--- src/logic/alu_pkg.sv ---
// shared ALU definitions
//   word and flag types
//   operation and width encodings
//   flag bit positions
//   width helpers: mask, sign bit, parity, flag byte packing
package alu_pkg;

    typedef logic [31:0] word_t;

    typedef enum logic [4:0] {
        OP_MOVE, OP_ADD, OP_ADC, OP_SUB, OP_SBC, OP_CP, OP_NEG,
        OP_AND, OP_OR, OP_XOR, OP_CPL,
        OP_RL, OP_RR, OP_RLC, OP_RRC, OP_SLA, OP_SRA, OP_SLL, OP_SRL,
        OP_SCF, OP_RCF, OP_CCF, OP_ZCF,
        OP_BIT, OP_SET, OP_RES, OP_CHG
    } alu_op_e;

    typedef enum logic [2:0] {
        W_BYTE = 3'b001,
        W_WORD = 3'b010,
        W_LONG = 3'b100
    } width_e;

    typedef logic [5:0] flag_bits_t;

    localparam int FLAG_C = 0;
    localparam int FLAG_N = 1;
    localparam int FLAG_V = 2;
    localparam int FLAG_H = 3;
    localparam int FLAG_Z = 4;
    localparam int FLAG_S = 5;

    function automatic word_t width_mask(input width_e w);
        case (w)
            W_BYTE:  return 32'h0000_00ff;
            W_WORD:  return 32'h0000_ffff;
            default: return 32'hffff_ffff;
        endcase
    endfunction

    function automatic logic sign_bit(input word_t x, input width_e w);
        case (w)
            W_BYTE:  return x[7];
            W_WORD:  return x[15];
            default: return x[31];
        endcase
    endfunction

    // long width uses the low 16 bits as well
    function automatic logic even_parity(input word_t x, input width_e w);
        return (w == W_BYTE) ? ~^x[7:0] : ~^x[15:0];
    endfunction

    function automatic logic [7:0] flags_byte(input flag_bits_t f);
        return {f[FLAG_S], f[FLAG_Z], 1'b0, f[FLAG_H], 1'b0, f[FLAG_V], f[FLAG_N], f[FLAG_C]};
    endfunction

endpackage

--- src/logic/alu_operand_stage.sv ---
// first pipeline stage of the ALU
//   source select between register and immediate
//   masking of both operands to the operation width
//   request registers
`timescale 1ns/1ns

module alu_operand_stage (
    input  logic            clk,
    input  logic            rst,
    input  logic            in_valid,
    input  alu_pkg::alu_op_e op,
    input  alu_pkg::width_e  width,
    input  alu_pkg::word_t   op0,      // destination
    input  alu_pkg::word_t   op1,      // source
    input  alu_pkg::word_t   imm,
    input  logic            sel_imm,
    output logic            s1_valid,
    output alu_pkg::alu_op_e s1_op,
    output alu_pkg::width_e  s1_width,
    output alu_pkg::word_t   s1_a,
    output alu_pkg::word_t   s1_b
);
    import alu_pkg::*;

    word_t mask;
    word_t src;

    assign mask = width_mask(width);
    assign src  = sel_imm ? imm : op1;

    always_ff @(posedge clk or posedge rst) begin
        if (rst) begin
            s1_valid <= 1'b0;
        end else begin
            s1_valid <= in_valid;
        end
    end

    always_ff @(posedge clk) begin
        s1_op    <= op;
        s1_width <= width;
        s1_a     <= op0 & mask;
        s1_b     <= src & mask; // imm or op1
    end

endmodule

--- src/logic/alu_arith.sv ---
// arithmetic unit, combinational
//   add and subtract with optional carry in
//   nibble and width carries, signed overflow
//   next flags and result write bit
`timescale 1ns/1ns

module alu_arith (
    input  alu_pkg::alu_op_e    s1_op,
    input  alu_pkg::width_e     s1_width,
    input  alu_pkg::word_t      s1_a,
    input  alu_pkg::word_t      s1_b,
    input  alu_pkg::flag_bits_t flags_q,
    output logic               arith_hit,
    output logic               arith_we,
    output alu_pkg::word_t      arith_result,
    output alu_pkg::flag_bits_t arith_flags
);
    import alu_pkg::*;

    logic        sub, cin, ci;
    logic        k0, k1, k2, k3, kw;
    logic        sx, sy;
    word_t       x, y, yy, m, r;
    logic [32:0] ext_x, ext_y, ext_r;

    always_comb begin
        arith_hit = 1'b0;
        arith_we  = 1'b0;
        sub       = 1'b0;
        cin       = 1'b0;
        case (s1_op)
            OP_ADD: begin
                arith_hit = 1'b1;
                arith_we  = 1'b1;
            end
            OP_ADC: begin
                arith_hit = 1'b1;
                arith_we  = 1'b1;
                cin       = flags_q[FLAG_C];
            end
            OP_SUB, OP_NEG: begin
                arith_hit = 1'b1;
                arith_we  = 1'b1;
                sub       = 1'b1;
            end
            OP_SBC: begin
                arith_hit = 1'b1;
                arith_we  = 1'b1;
                sub       = 1'b1;
                cin       = flags_q[FLAG_C];
            end
            OP_CP: begin
                arith_hit = 1'b1; // flags only
                sub       = 1'b1;
            end
            default: ;
        endcase
    end

    assign x  = (s1_op == OP_NEG) ? '0 : s1_a; // neg is 0 - dst
    assign y  = (s1_op == OP_NEG) ? s1_a : s1_b;
    assign m  = width_mask(s1_width);
    assign yy = sub ? ~y : y;
    assign ci = cin ^ sub;

    // nibble first, then the rest of the word
    assign {k0, r[3:0]}   = {1'b0, x[3:0]} + {1'b0, yy[3:0]} + 5'(ci);
    assign {k1, r[7:4]}   = {1'b0, x[7:4]} + {1'b0, yy[7:4]} + 5'(k0);
    assign {k2, r[15:8]}  = {1'b0, x[15:8]} + {1'b0, yy[15:8]} + 9'(k1);
    assign {k3, r[31:16]} = {1'b0, x[31:16]} + {1'b0, yy[31:16]} + 17'(k2);

    always_comb begin
        case (s1_width)
            W_BYTE:  kw = k1;
            W_WORD:  kw = k2;
            default: kw = k3;
        endcase
    end

    // sign extended copies for the overflow test
    assign sx    = sign_bit(x, s1_width);
    assign sy    = sign_bit(y, s1_width);
    assign ext_x = {sx, x | (sx ? ~m : '0)};
    assign ext_y = {sy, y | (sy ? ~m : '0)};
    assign ext_r = sub ? ext_x - ext_y - 33'(cin) : ext_x + ext_y + 33'(cin);

    assign arith_result = r;

    always_comb begin
        arith_flags[FLAG_S] = sign_bit(r, s1_width);
        arith_flags[FLAG_Z] = (r & m) == '0;
        arith_flags[FLAG_H] = k0 ^ sub; // borrow when subtracting
        arith_flags[FLAG_V] = ext_r[32] ^ sign_bit(r, s1_width);
        arith_flags[FLAG_N] = sub;
        arith_flags[FLAG_C] = kw ^ sub;
    end

endmodule

--- src/logic/alu_logic.sv ---
// logic unit, combinational
//   and, or, xor, complement, move
//   one-bit shifts and rotates at byte, word and long width
//   bit test, set, reset, change
//   carry flag operations
`timescale 1ns/1ns

module alu_logic (
    input  alu_pkg::alu_op_e    s1_op,
    input  alu_pkg::width_e     s1_width,
    input  alu_pkg::word_t      s1_a,
    input  alu_pkg::word_t      s1_b,
    input  alu_pkg::flag_bits_t flags_q,
    output alu_pkg::word_t      logic_result,
    output alu_pkg::flag_bits_t logic_flags,
    output logic               logic_we
);
    import alu_pkg::*;

    word_t      m, msb, onehot, res, rm;
    logic [4:0] idx;
    logic       in_bit, out_bit;

    assign m      = width_mask(s1_width);
    assign msb    = m ^ (m >> 1); // top bit of the width
    assign idx    = (s1_width == W_BYTE) ? {2'b00, s1_b[2:0]} : {1'b0, s1_b[3:0]};
    assign onehot = 32'd1 << idx;

    always_comb begin
        case (s1_op)
            OP_RL, OP_RR:   in_bit = flags_q[FLAG_C];
            OP_SRA, OP_RLC: in_bit = sign_bit(s1_a, s1_width);
            OP_RRC:         in_bit = s1_a[0];
            default:        in_bit = 1'b0;
        endcase
    end

    always_comb begin
        res      = s1_a;
        out_bit  = 1'b0;
        logic_we = 1'b1;
        case (s1_op)
            OP_MOVE: res = s1_b;
            OP_AND:  res = s1_a & s1_b;
            OP_OR:   res = s1_a | s1_b;
            OP_XOR:  res = s1_a ^ s1_b;
            OP_CPL:  res = ~s1_b;
            OP_RL, OP_RLC, OP_SLA, OP_SLL: begin
                res     = {s1_a[30:0], in_bit};
                out_bit = sign_bit(s1_a, s1_width);
            end
            OP_RR, OP_RRC, OP_SRA, OP_SRL: begin
                res     = (s1_a >> 1) | (in_bit ? msb : '0);
                out_bit = s1_a[0];
            end
            OP_SET:  res = s1_a | onehot;
            OP_RES:  res = s1_a & ~onehot;
            OP_CHG:  res = s1_a ^ onehot;
            default: logic_we = 1'b0; // flag-only ops
        endcase
    end

    assign rm           = res & m;
    assign logic_result = res;

    always_comb begin
        logic_flags = flags_q;
        case (s1_op)
            OP_AND, OP_OR, OP_XOR: begin
                logic_flags[FLAG_S] = sign_bit(rm, s1_width);
                logic_flags[FLAG_Z] = rm == '0;
                logic_flags[FLAG_V] = even_parity(rm, s1_width);
                logic_flags[FLAG_H] = s1_op == OP_AND;
                logic_flags[FLAG_N] = 1'b0;
                logic_flags[FLAG_C] = 1'b0;
            end
            OP_RL, OP_RR, OP_RLC, OP_RRC, OP_SLA, OP_SRA, OP_SLL, OP_SRL: begin
                logic_flags[FLAG_S] = sign_bit(rm, s1_width);
                logic_flags[FLAG_Z] = rm == '0;
                logic_flags[FLAG_V] = even_parity(rm, s1_width);
                logic_flags[FLAG_H] = 1'b0;
                logic_flags[FLAG_N] = 1'b0;
                logic_flags[FLAG_C] = out_bit;
            end
            OP_CPL: begin
                logic_flags[FLAG_H] = 1'b1;
                logic_flags[FLAG_N] = 1'b1;
            end
            OP_SCF, OP_RCF: begin
                logic_flags[FLAG_C] = s1_op == OP_SCF;
                logic_flags[FLAG_H] = 1'b0;
                logic_flags[FLAG_N] = 1'b0;
            end
            OP_CCF: begin
                logic_flags[FLAG_C] = ~flags_q[FLAG_C];
                logic_flags[FLAG_N] = 1'b0;
            end
            OP_ZCF: begin
                logic_flags[FLAG_C] = ~flags_q[FLAG_Z];
                logic_flags[FLAG_N] = 1'b0;
            end
            OP_BIT: begin
                logic_flags[FLAG_Z] = ~s1_a[idx];
                logic_flags[FLAG_H] = 1'b1;
                logic_flags[FLAG_N] = 1'b0;
            end
            default: ;
        endcase
    end

endmodule

--- src/logic/alu_writeback.sv ---
// second pipeline stage of the ALU
//   unit select by the arithmetic hit
//   flag register, result register and output strobes
//   architectural flag byte
`timescale 1ns/1ns

module alu_writeback (
    input  logic               clk,
    input  logic               rst,
    input  logic               s1_valid,
    input  alu_pkg::width_e     s1_width,
    input  logic               arith_hit,
    input  logic               arith_we,
    input  alu_pkg::word_t      arith_result,
    input  alu_pkg::flag_bits_t arith_flags,
    input  alu_pkg::word_t      logic_result,
    input  alu_pkg::flag_bits_t logic_flags,
    input  logic               logic_we,
    output alu_pkg::flag_bits_t flags_q,
    output logic               out_valid,
    output logic               result_we,
    output alu_pkg::word_t      dout,
    output logic [7:0]         flags
);
    import alu_pkg::*;

    word_t      nx_result;
    flag_bits_t nx_flags;
    logic       nx_we;

    assign nx_result = (arith_hit ? arith_result : logic_result) & width_mask(s1_width);
    assign nx_flags  = arith_hit ? arith_flags : logic_flags;
    assign nx_we     = arith_hit ? arith_we : logic_we;

    always_ff @(posedge clk or posedge rst) begin
        if (rst) begin
            out_valid <= 1'b0;
            result_we <= 1'b0;
            flags_q   <= '0;
            dout      <= '0;
        end else begin
            out_valid <= s1_valid;
            result_we <= s1_valid & nx_we;
            if (s1_valid) begin
                flags_q <= nx_flags; // seen by the next op in stage 1
            end
            if (s1_valid && nx_we) begin
                dout <= nx_result;
            end
        end
    end

    assign flags = flags_byte(flags_q);

endmodule

--- src/logic/tlcs900_alu.sv ---
// two-stage integer ALU top level
//   operand stage, arithmetic unit, logic unit, writeback stage
`timescale 1ns/1ns

module tlcs900_alu (
    input  logic            clk,
    input  logic            rst,
    input  logic            in_valid,
    input  logic            sel_imm,
    input  alu_pkg::alu_op_e op,
    input  alu_pkg::width_e  width,
    input  alu_pkg::word_t   op0,
    input  alu_pkg::word_t   op1,
    input  alu_pkg::word_t   imm,
    output logic            out_valid,
    output logic            result_we,
    output alu_pkg::word_t   dout,
    output logic [7:0]      flags
);
    import alu_pkg::*;

    logic       s1_valid;
    alu_op_e    s1_op;
    width_e     s1_width;
    word_t      s1_a, s1_b;
    flag_bits_t flags_q;
    logic       arith_hit, arith_we, logic_we;
    word_t      arith_result, logic_result;
    flag_bits_t arith_flags, logic_flags;

    alu_operand_stage u_operand (
        .clk      (clk),
        .rst      (rst),
        .in_valid (in_valid),
        .op       (op),
        .width    (width),
        .op0      (op0),
        .op1      (op1),
        .imm      (imm),
        .sel_imm  (sel_imm),
        .s1_valid (s1_valid),
        .s1_op    (s1_op),
        .s1_width (s1_width),
        .s1_a     (s1_a),
        .s1_b     (s1_b)
    );

    alu_arith u_arith (
        .s1_op        (s1_op),
        .s1_width     (s1_width),
        .s1_a         (s1_a),
        .s1_b         (s1_b),
        .flags_q      (flags_q),
        .arith_hit    (arith_hit),
        .arith_we     (arith_we),
        .arith_result (arith_result),
        .arith_flags  (arith_flags)
    );

    alu_logic u_logic (
        .s1_op        (s1_op),
        .s1_width     (s1_width),
        .s1_a         (s1_a),
        .s1_b         (s1_b),
        .flags_q      (flags_q),
        .logic_result (logic_result),
        .logic_flags  (logic_flags),
        .logic_we     (logic_we)
    );

    alu_writeback u_writeback (
        .clk          (clk),
        .rst          (rst),
        .s1_valid     (s1_valid),
        .s1_width     (s1_width),
        .arith_hit    (arith_hit),
        .arith_we     (arith_we),
        .arith_result (arith_result),
        .arith_flags  (arith_flags),
        .logic_result (logic_result),
        .logic_flags  (logic_flags),
        .logic_we     (logic_we),
        .flags_q      (flags_q),
        .out_valid    (out_valid),
        .result_we    (result_we),
        .dout         (dout),
        .flags        (flags)
    );

endmodule

--- config.mk ---
export PLATFORM = sky130hd
export DESIGN_NAME = tlcs900_alu
export DESIGN_NICKNAME = d
export VERILOG_FILES = /design/src/logic/alu_pkg.sv /design/src/logic/alu_operand_stage.sv /design/src/logic/alu_arith.sv /design/src/logic/alu_logic.sv /design/src/logic/alu_writeback.sv /design/src/logic/tlcs900_alu.sv
export SDC_FILE = /design/constraint.sdc
export NUM_CORES = 1
export LEC_CHECK = 0
export ABC_AREA = 1
export ABC_CLOCK_PERIOD_IN_PS = 9700
export BUFFER_PORTS_ARGS = -buffer_cell sky130_fd_sc_hd__buf_2
export CAP_MARGIN = 20
export CORE_ASPECT_RATIO = 1.2
export CORE_MARGIN = 2
export CORE_UTILIZATION = 35
export DETAILED_ROUTE_END_ITERATION = 10
export PLACE_DENSITY = 0.65
export SLEW_MARGIN = 10
export SYNTH_ARGS = -nofsm -noshare
export SYNTH_HDL_FRONTEND = slang
export SYNTH_SLANG_ARGS = --single-unit
--- constraint.sdc ---
create_clock -name clk -period 9.7 [get_ports clk]
set_input_delay 0.485 -clock clk [delete_from_list [all_inputs] [get_ports clk]]
set_output_delay 0.485 -clock clk [all_outputs]
set_load 0.005 [all_outputs]
After elaboration in Yosys (flattened, before gate mapping)

Index checks and enable logic that the tools add are counted.

Bits in registers: 113
Bits of input ports: 108
Output and inout port bits: 42
Logic and storage cells: 153

Add/sub/neg operators: 12
Order comparisons: 1
Equality and inequality tests: 30
Shift operators: 1
Muxes and demuxes: 37
Bitwise operators: 27
Reductions and logical operators: 32

Operator list:

| cell                                                | number |
|---|---|
| case mux 32 bit (10 select lines)                   | 1 |
| 2-to-1 mux 32 bit                                   | 8 |
| bitwise AND 32 bit                                  | 7 |
| inverter 32 bit                                     | 4 |
| OR 32 bit                                           | 4 |
| case mux 32 bit (2 select lines)                    | 2 |
| logical NOT 32 bit                                  | 2 |
| bitwise XOR 32 bit                                  | 2 |
| equality test 5 bit, second input constant          | 11 |
| equality test 5 x 4 -> 1 bit, second input constant | 8 |
| adder 33 x 1 -> 33 bit                              | 1 |
| adder 33 bit                                        | 1 |
| 2-to-1 mux 33 bit                                   | 1 |
| subtractor 33 x 1 -> 33 bit                         | 1 |
| subtractor 33 bit                                   | 1 |
| OR 31 x 32 -> 32 bit                                | 1 |
| OR reduction 16 bit                                 | 2 |
| left shift 1 x 5 -> 32 bit, first input constant    | 1 |
| bitwise XOR 32 x 31 -> 32 bit                       | 1 |
| equality test 5 x 3 -> 1 bit, second input constant | 4 |
| case mux 1 bit (2 select lines)                     | 9 |
| adder 16 x 16 -> 17 bit                             | 1 |
| adder 17 x 1 -> 17 bit                              | 1 |
| XNOR reduction 16 bit                               | 1 |
| other kinds (34)                                    | 65 |

Longest topological paths before layout

Word-level depth: 12
Gate-level depth with buffers: 48

Hierarchy

Synthesis repeated with hierarchy kept, for this count alone.

Cell total of the unflattened synthesis: 2219
Area, all modules: 13566.8 um^2

By module, submodules not included:

| module            | times used | cells each | area an instance (um^2) |
|---|---|---|---|
| alu_arith         | 1          | 784        | 4899.7 |
| alu_logic         | 1          | 831        | 4012.6 |
| alu_operand_stage | 1          | 299        | 2484.9 |
| alu_writeback     | 1          | 305        | 2169.6 |

Least setup slack after synthesis

Ideal clock, no wire load.

Path type: reg2reg
From: register u_operand.s1_op[3]
To: register u_writeback.flags_q[4]
Data arrival time: 7.062 ns
Required time: 9.584 ns
Slack: 2.522 ns
Cell stages (with the launch flop): 44
Path buffers: 2
Cell sequence: dfxtp_1 > nor2_8 > nand2_2 > inv_2 > a21oi_1 > inv_1 > a21oi_1 > clkbuf_1 > buf_2 > xor2_1 > fa_1 > inv_1 > fa_1 > a21o_1 > a21oi_1 > fa_1 > inv_1 > fa_1 > [... 8 more ...] > nand2_1 > nand2_1 > a21oi_1 > fa_1 > fa_1 > o21ai_0 > a21oi_1 > o21bai_1 > xor2_1 > inv_1 > nand2_1 > nor3_1 > nand4_1 > nand2_1 > nand2_1 > nand2_1 > nand2_1 > nand2_1

Longest elaborated chain between the ends: 12
Elaborated cells between the ends (all ways): 59
Classes of those cells: 8 x add/sub; 22 x eq/ne; 11 x mux; 5 x bitwise; 13 x reduce/logical

Ends and longest elaborated chain:

| what                                                              | line                             | source |
|---|---|---|
| start: declaration                                                | alu_operand_stage.sv:18          | `output alu_pkg::alu_op_e s1_op,` |
| start signal: assignment                                          | alu_operand_stage.sv:40          | `s1_op <= op;` |
| equality test 5 x 2 -> 1 bit (tied with other cells)              | alu_arith.sv:31                  | `case (s1_op)` |
| OR reduction 4 bit (no line) or 2-to-1 mux 32 bit (tied branches) | -                                |  |
| 2-to-1 mux 1 bit or inverter 32 bit (tied branches)               | alu_arith.sv:31, alu_arith.sv:63 |  |
| 2-to-1 mux 32 bit                                                 | alu_arith.sv:63                  | `assign yy = sub ? ~y : y;` |
| adder 4 x 4 -> 5 bit                                              | alu_arith.sv:67                  | `assign {k0, r[3:0]} = {1'b0, x[3:0]} + {1'b0, yy[3:0]} + 5'(ci);` |
| adder 5 x 1 -> 5 bit                                              | alu_arith.sv:67                  |  |
| adder 5 x 1 -> 5 bit                                              | alu_arith.sv:68                  | `assign {k1, r[7:4]} = {1'b0, x[7:4]} + {1'b0, yy[7:4]} + 5'(k0);` |
| adder 9 x 1 -> 9 bit                                              | alu_arith.sv:69                  | `assign {k2, r[15:8]} = {1'b0, x[15:8]} + {1'b0, yy[15:8]} + 9'(k1);` |
| adder 17 x 1 -> 17 bit                                            | alu_arith.sv:70                  | `assign {k3, r[31:16]} = {1'b0, x[31:16]} + {1'b0, yy[31:16]} + 17'(k2);` |
| bitwise AND 32 bit                                                | alu_arith.sv:91                  | `arith_flags[FLAG_Z] = (r & m) == '0;` |
| logical NOT 32 bit                                                | alu_arith.sv:91                  |  |
| 2-to-1 mux 6 bit                                                  | alu_writeback.sv:32              | `assign nx_flags = arith_hit ? arith_flags : logic_flags;` |
| end signal: assignment                                            | alu_writeback.sv:45              | `flags_q <= nx_flags;` |
| end: declaration                                                  | alu_writeback.sv:19              | `output alu_pkg::flag_bits_t flags_q,` |

Several ways; a longest one is shown, not always the timed one.
A chain may end at the register's enable or synchronous reset.

Worst setup path in the final report

From: register u_operand.s1_op[4]
To: register u_writeback.flags_q[4]

Same word-level chain as after synthesis.

==> out/results.txt <==
Of the total power, the clock network draws 30.1%. After detailed routing, the average wire length per cell comes to 18.15 µm. The worst setup path is launched from a flop. The logs give 34.63 mm for the placed wire-length estimate after detailed placement and 113 for the number of sinks handled by clock tree synthesis.

The total number of yosys warnings is 0. STA puts the critical path data required time at 10080 ps. The pre-antenna-repair detailed-routing pass consisted of 6 iterations. The die footprint is 0.03610 mm². The total global routing overflow is 0, and the number of enable flip-flop cells after synthesis is 0.

Critical register-to-register path endpoint: u_writeback.flags_q[4]. The library cell used as clock root buffer was clkbuf_16. At the end of routability-driven placement, the weighted congestion stood at 0.9803. Dividing the final minimum period by the clock period gives 86.35%. 0 antenna diodes ended up in the layout.

The netlist uses 60 different library cells. Using the TritonRoute via totals, the vias-per-cell ratio works out to 5.378. For this design the total switching power over the nets is 886.9 µW. The completed layout was analyzed and its total power is 2.178 mW.

The count of pins over their slew limit came out at 0. For this block, the initial DRC count from the detailed router was 1217. Once placement completed, the tool counted placed cells totaling 2444. Setup TNS: 0 ps. Leaving out filler cells and counting taps, the final layout contains 2478. After synthesis, flip-flops and latches occupy 20.38% of the total area.

The tools report the signal arrival time at the worst endpoint as 8760 ps. The number of antenna violations at the first check in global routing was 0. The run gives 150 as the number of top-level pins. The global routing usage summed across all routing layers was 24.82%.

Once routing completed, OpenROAD measured the worst setup slack at 1324 ps. Of all nets on the critical path, the largest fanout is 28. Layout filler cell count: 3733. The delay contributed by the slowest stage of the critical path is 700 ps, and the wire length of the first global-routing pass is 70.04 mm.

Registers take 0.002467 mm². In this run, synthesis produced a sequential element count of 113. For this run, the top clock speed supported by timing is 119.4 MHz. The CTS buffer count was 17; the placed standard-cell area was 0.01315 mm².

The logs give 0 for the total of endpoints with negative setup slack in the final report and 0 for the hold buffer count at cts. The layout overhead on the synthesized area is 14.05%, and the final core area utilization is 40.52%. The via count of the first global-routing pass was 12.67k. The final-layout worst hold slack came out at 33.47 ps. Setup repair after global routing left no endpoint under its margin. Leaving out fill and tap cells, the most frequent cell in the layout is nand2_1. The classification of the worst-slack hold path is in -> async. TritonCTS built the clock tree.

The area taken by multi-input logic gates is 0.008337 mm². The H-tree was split into 4 levels. For this design, the slowest cell found on the critical path is dfxtp_1.

The tools report the number of endpoints with negative hold slack in the final report as 0. The remaining routing DRC violations is 0. The die is 173.8 µm wide. In this run the tool buffered the top-level ports with 147 buffer cells. The clock reaches the later pin of the worst-skew pair after 450 ps. In this run the core area contains 74 standard-cell rows. The worst register-to-register path has a depth of 40. The final critical delay including setup and external delays is 8376 ps, and the remaining antenna violation count after routing is 0.

STA classifies the critical path endpoint as a flop. VDD sags by at most 0.1357 mV. A synthesized cell averages 6.342 µm². The proportion of power drawn by combinational gates was 41.3%; the total power per unit cell area was 157.8 mW/mm². The switching share of total power is 40.71%. The launch point of the critical path is u_operand.s1_op[4]. Across the run, the number of max-cap violations was 0. The internal power was 1.291 mW.

Headroom to the max-slew limit came out at 26.66%. The fraction of power consumed by sequential logic is 28.6%, and the leakage power is 7.144 nW. The clock slew seen by the registers of the worst setup and hold paths is 60 ps, and the height of the die is 207.7 µm. The tools report the final design instance area without fill as 0.01381 mm². The run finished with clean final reports. The transition time at the pin with the least slew margin was 1096 ps. Summing every instance area after synthesis gives 0.01211 mm². The category of the critical setup timing path was reg -> reg.

Timing analysis after detailed placement gives a worst setup slack of 1335 ps. Summing over every cut layer, the via total after detailed routing is 13.33k. The most used flip-flop cell after synthesis is dfxtp_1. For this configuration, the core starts out at a cell density of 35.53%. For the number of cells upsized or downsized after cts, the log shows 0. After detailed routing, the total wire length is 44.98 mm.

In this run the post-CTS setup repair buffer count came out at 0. Of all flip-flops after synthesis, the portion carrying an async set or reset was 36.28%. The startpoint identified for the worst register-to-register timing path is u_operand.s1_op[4].

In the layout the commonest cells are nand2_1, inv_1, nor2_1, o21ai_0, buf_2. Pin count of the biggest net entering global routing: 42. The post-route clock skew is 12.99 ps. The final layout contains 2254 nets. The core area is 0.03407 mm².

No sink is reached through more buffers than the 2 on the longest clock path. Synthesis produced a netlist whose cell count is 1909. Cells with a size suffix above 1 make up 11.42% of the layout. The setup slack of the worst register-to-register path came out at 1320 ps.
[critical path, delay by kind of cell (launching register included)]
kind            cells  cell delay (ps)
flops               1              700
fa+ha+maj           8             2720
xor+xnor            2              390
compound gates     12             2480
simple gates       13             1610
buf+inv             5              400
[layer usage]
metal / track usage, % / share of wire, % / vias up
li1: - / - / 6507
met1: 32.77 / 44 / 6094
met2: 39.07 / 43 / 626
met3: 4.817 / 8.7 / 99
met4: 11.33 / 3.6 / 0
met5: 0 / 0 / -
[power groups by stage]
stage / logic [mW] / registers [mW] / clock network (mW)
6_report: 0.900 / 0.624 / 0.655
2_1_floorplan: 0.612 / 0.602 / 0
3_3_place_gp: 0.871 / 0.631 / 0
3_5_place_dp: 0.885 / 0.631 / 0
5_1_grt: 1.02 / 0.633 / 0.688
4_1_cts: 0.891 / 0.622 / 0.671
[area by class of cell]
class                           count  area share (%)
Timing Repair Buffer              158           6.162
Multi-Input combinational cell   1461           60.38
Clock buffer                       23           3.779
Sequential cell                   113           17.87
Clock inverter                      9          0.6525
Tap cell                          456           4.132
Inverter                          258           7.023
[cell usage after synthesis (3+ instances only)]
master | number | area share, %
nand2_1 | 501 | 16
inv_1 | 244 | 7.6
nor2_1 | 167 | 5.2
o21ai_0 | 155 | 6.4
a21oi_1 | 133 | 5.5
ha_1 | 129 | 13
dfxtp_1 | 72 | 12
xor2_1 | 55 | 4.0
nand3_1 | 52 | 2.1
clkbuf_1 | 42 | 1.3
dfrtp_1 | 41 | 8.5
nand4_1 | 31 | 1.6
nor3_1 | 29 | 1.2
o211ai_1 | 23 | 1.4
buf_2 | 21 | 0.87
o22ai_1 | 20 | 1.0
o21ai_1 | 19 | 0.79
xnor2_1 | 16 | 1.2
o2111ai_1 | 12 | 0.87
a211oi_1 | 10 | 0.62
or2_2 | 9 | 0.47
a221oi_1 | 8 | 0.58
buf_4 | 8 | 0.50
fa_1 | 8 | 1.3
inv_2 | 8 | 0.25
nor4_1 | 7 | 0.36
a31oi_1 | 6 | 0.31
nand2_2 | 6 | 0.31
o221ai_1 | 6 | 0.43
a22oi_1 | 5 | 0.31
buf_1 | 5 | 0.16
clkinv_1 | 5 | 0.16
a22o_1 | 4 | 0.29
a32o_1 | 4 | 0.33
o21a_1 | 4 | 0.25
o21bai_1 | 4 | 0.25
o31ai_1 | 4 | 0.25
a21o_1 | 3 | 0.19
nand3b_1 | 3 | 0.19
nor2_2 | 3 | 0.16
[logic make-up after synthesis]
| kind of cell | synth area share (%) |
|---|---|
| AOI/OAI and AO/OA | 20.75 |
| xor gates and xnor gates | 5.136 |
| adders and majority gates | 14.65 |
| buffers and inverters | 10.97 |
| DFF | 20.38 |
| other | 0.03097 |
| and+or+nand+nor | 28.08 |
[worst max path at each step]
stage | end | slack [ps] | cells after the start
CTS | u_writeback.flags_q[4] | 1320 | 41
finish | u_writeback.flags_q[4] | 1320 | 40
global route | u_writeback.flags_q[4] | 640 | 41
floorplan | u_writeback.flags_q[4] | 2520 | 43
global placement | u_writeback.flags_q[4] | 1450 | 41
detailed placement | u_writeback.flags_q[4] | 1340 | 41
[state kept, by name, indices dropped and copies added (netlist names)]
register	flops
u_writeback.flags_q	6
u_operand.s1_valid	1
u_operand.s1_b	32
u_writeback.result_we	1
u_writeback.out_valid	1
u_writeback.dout	32
u_operand.s1_op	5
u_operand.s1_width	3
u_operand.s1_a	32
Note: power is estimated with default switching activity, not from simulation.
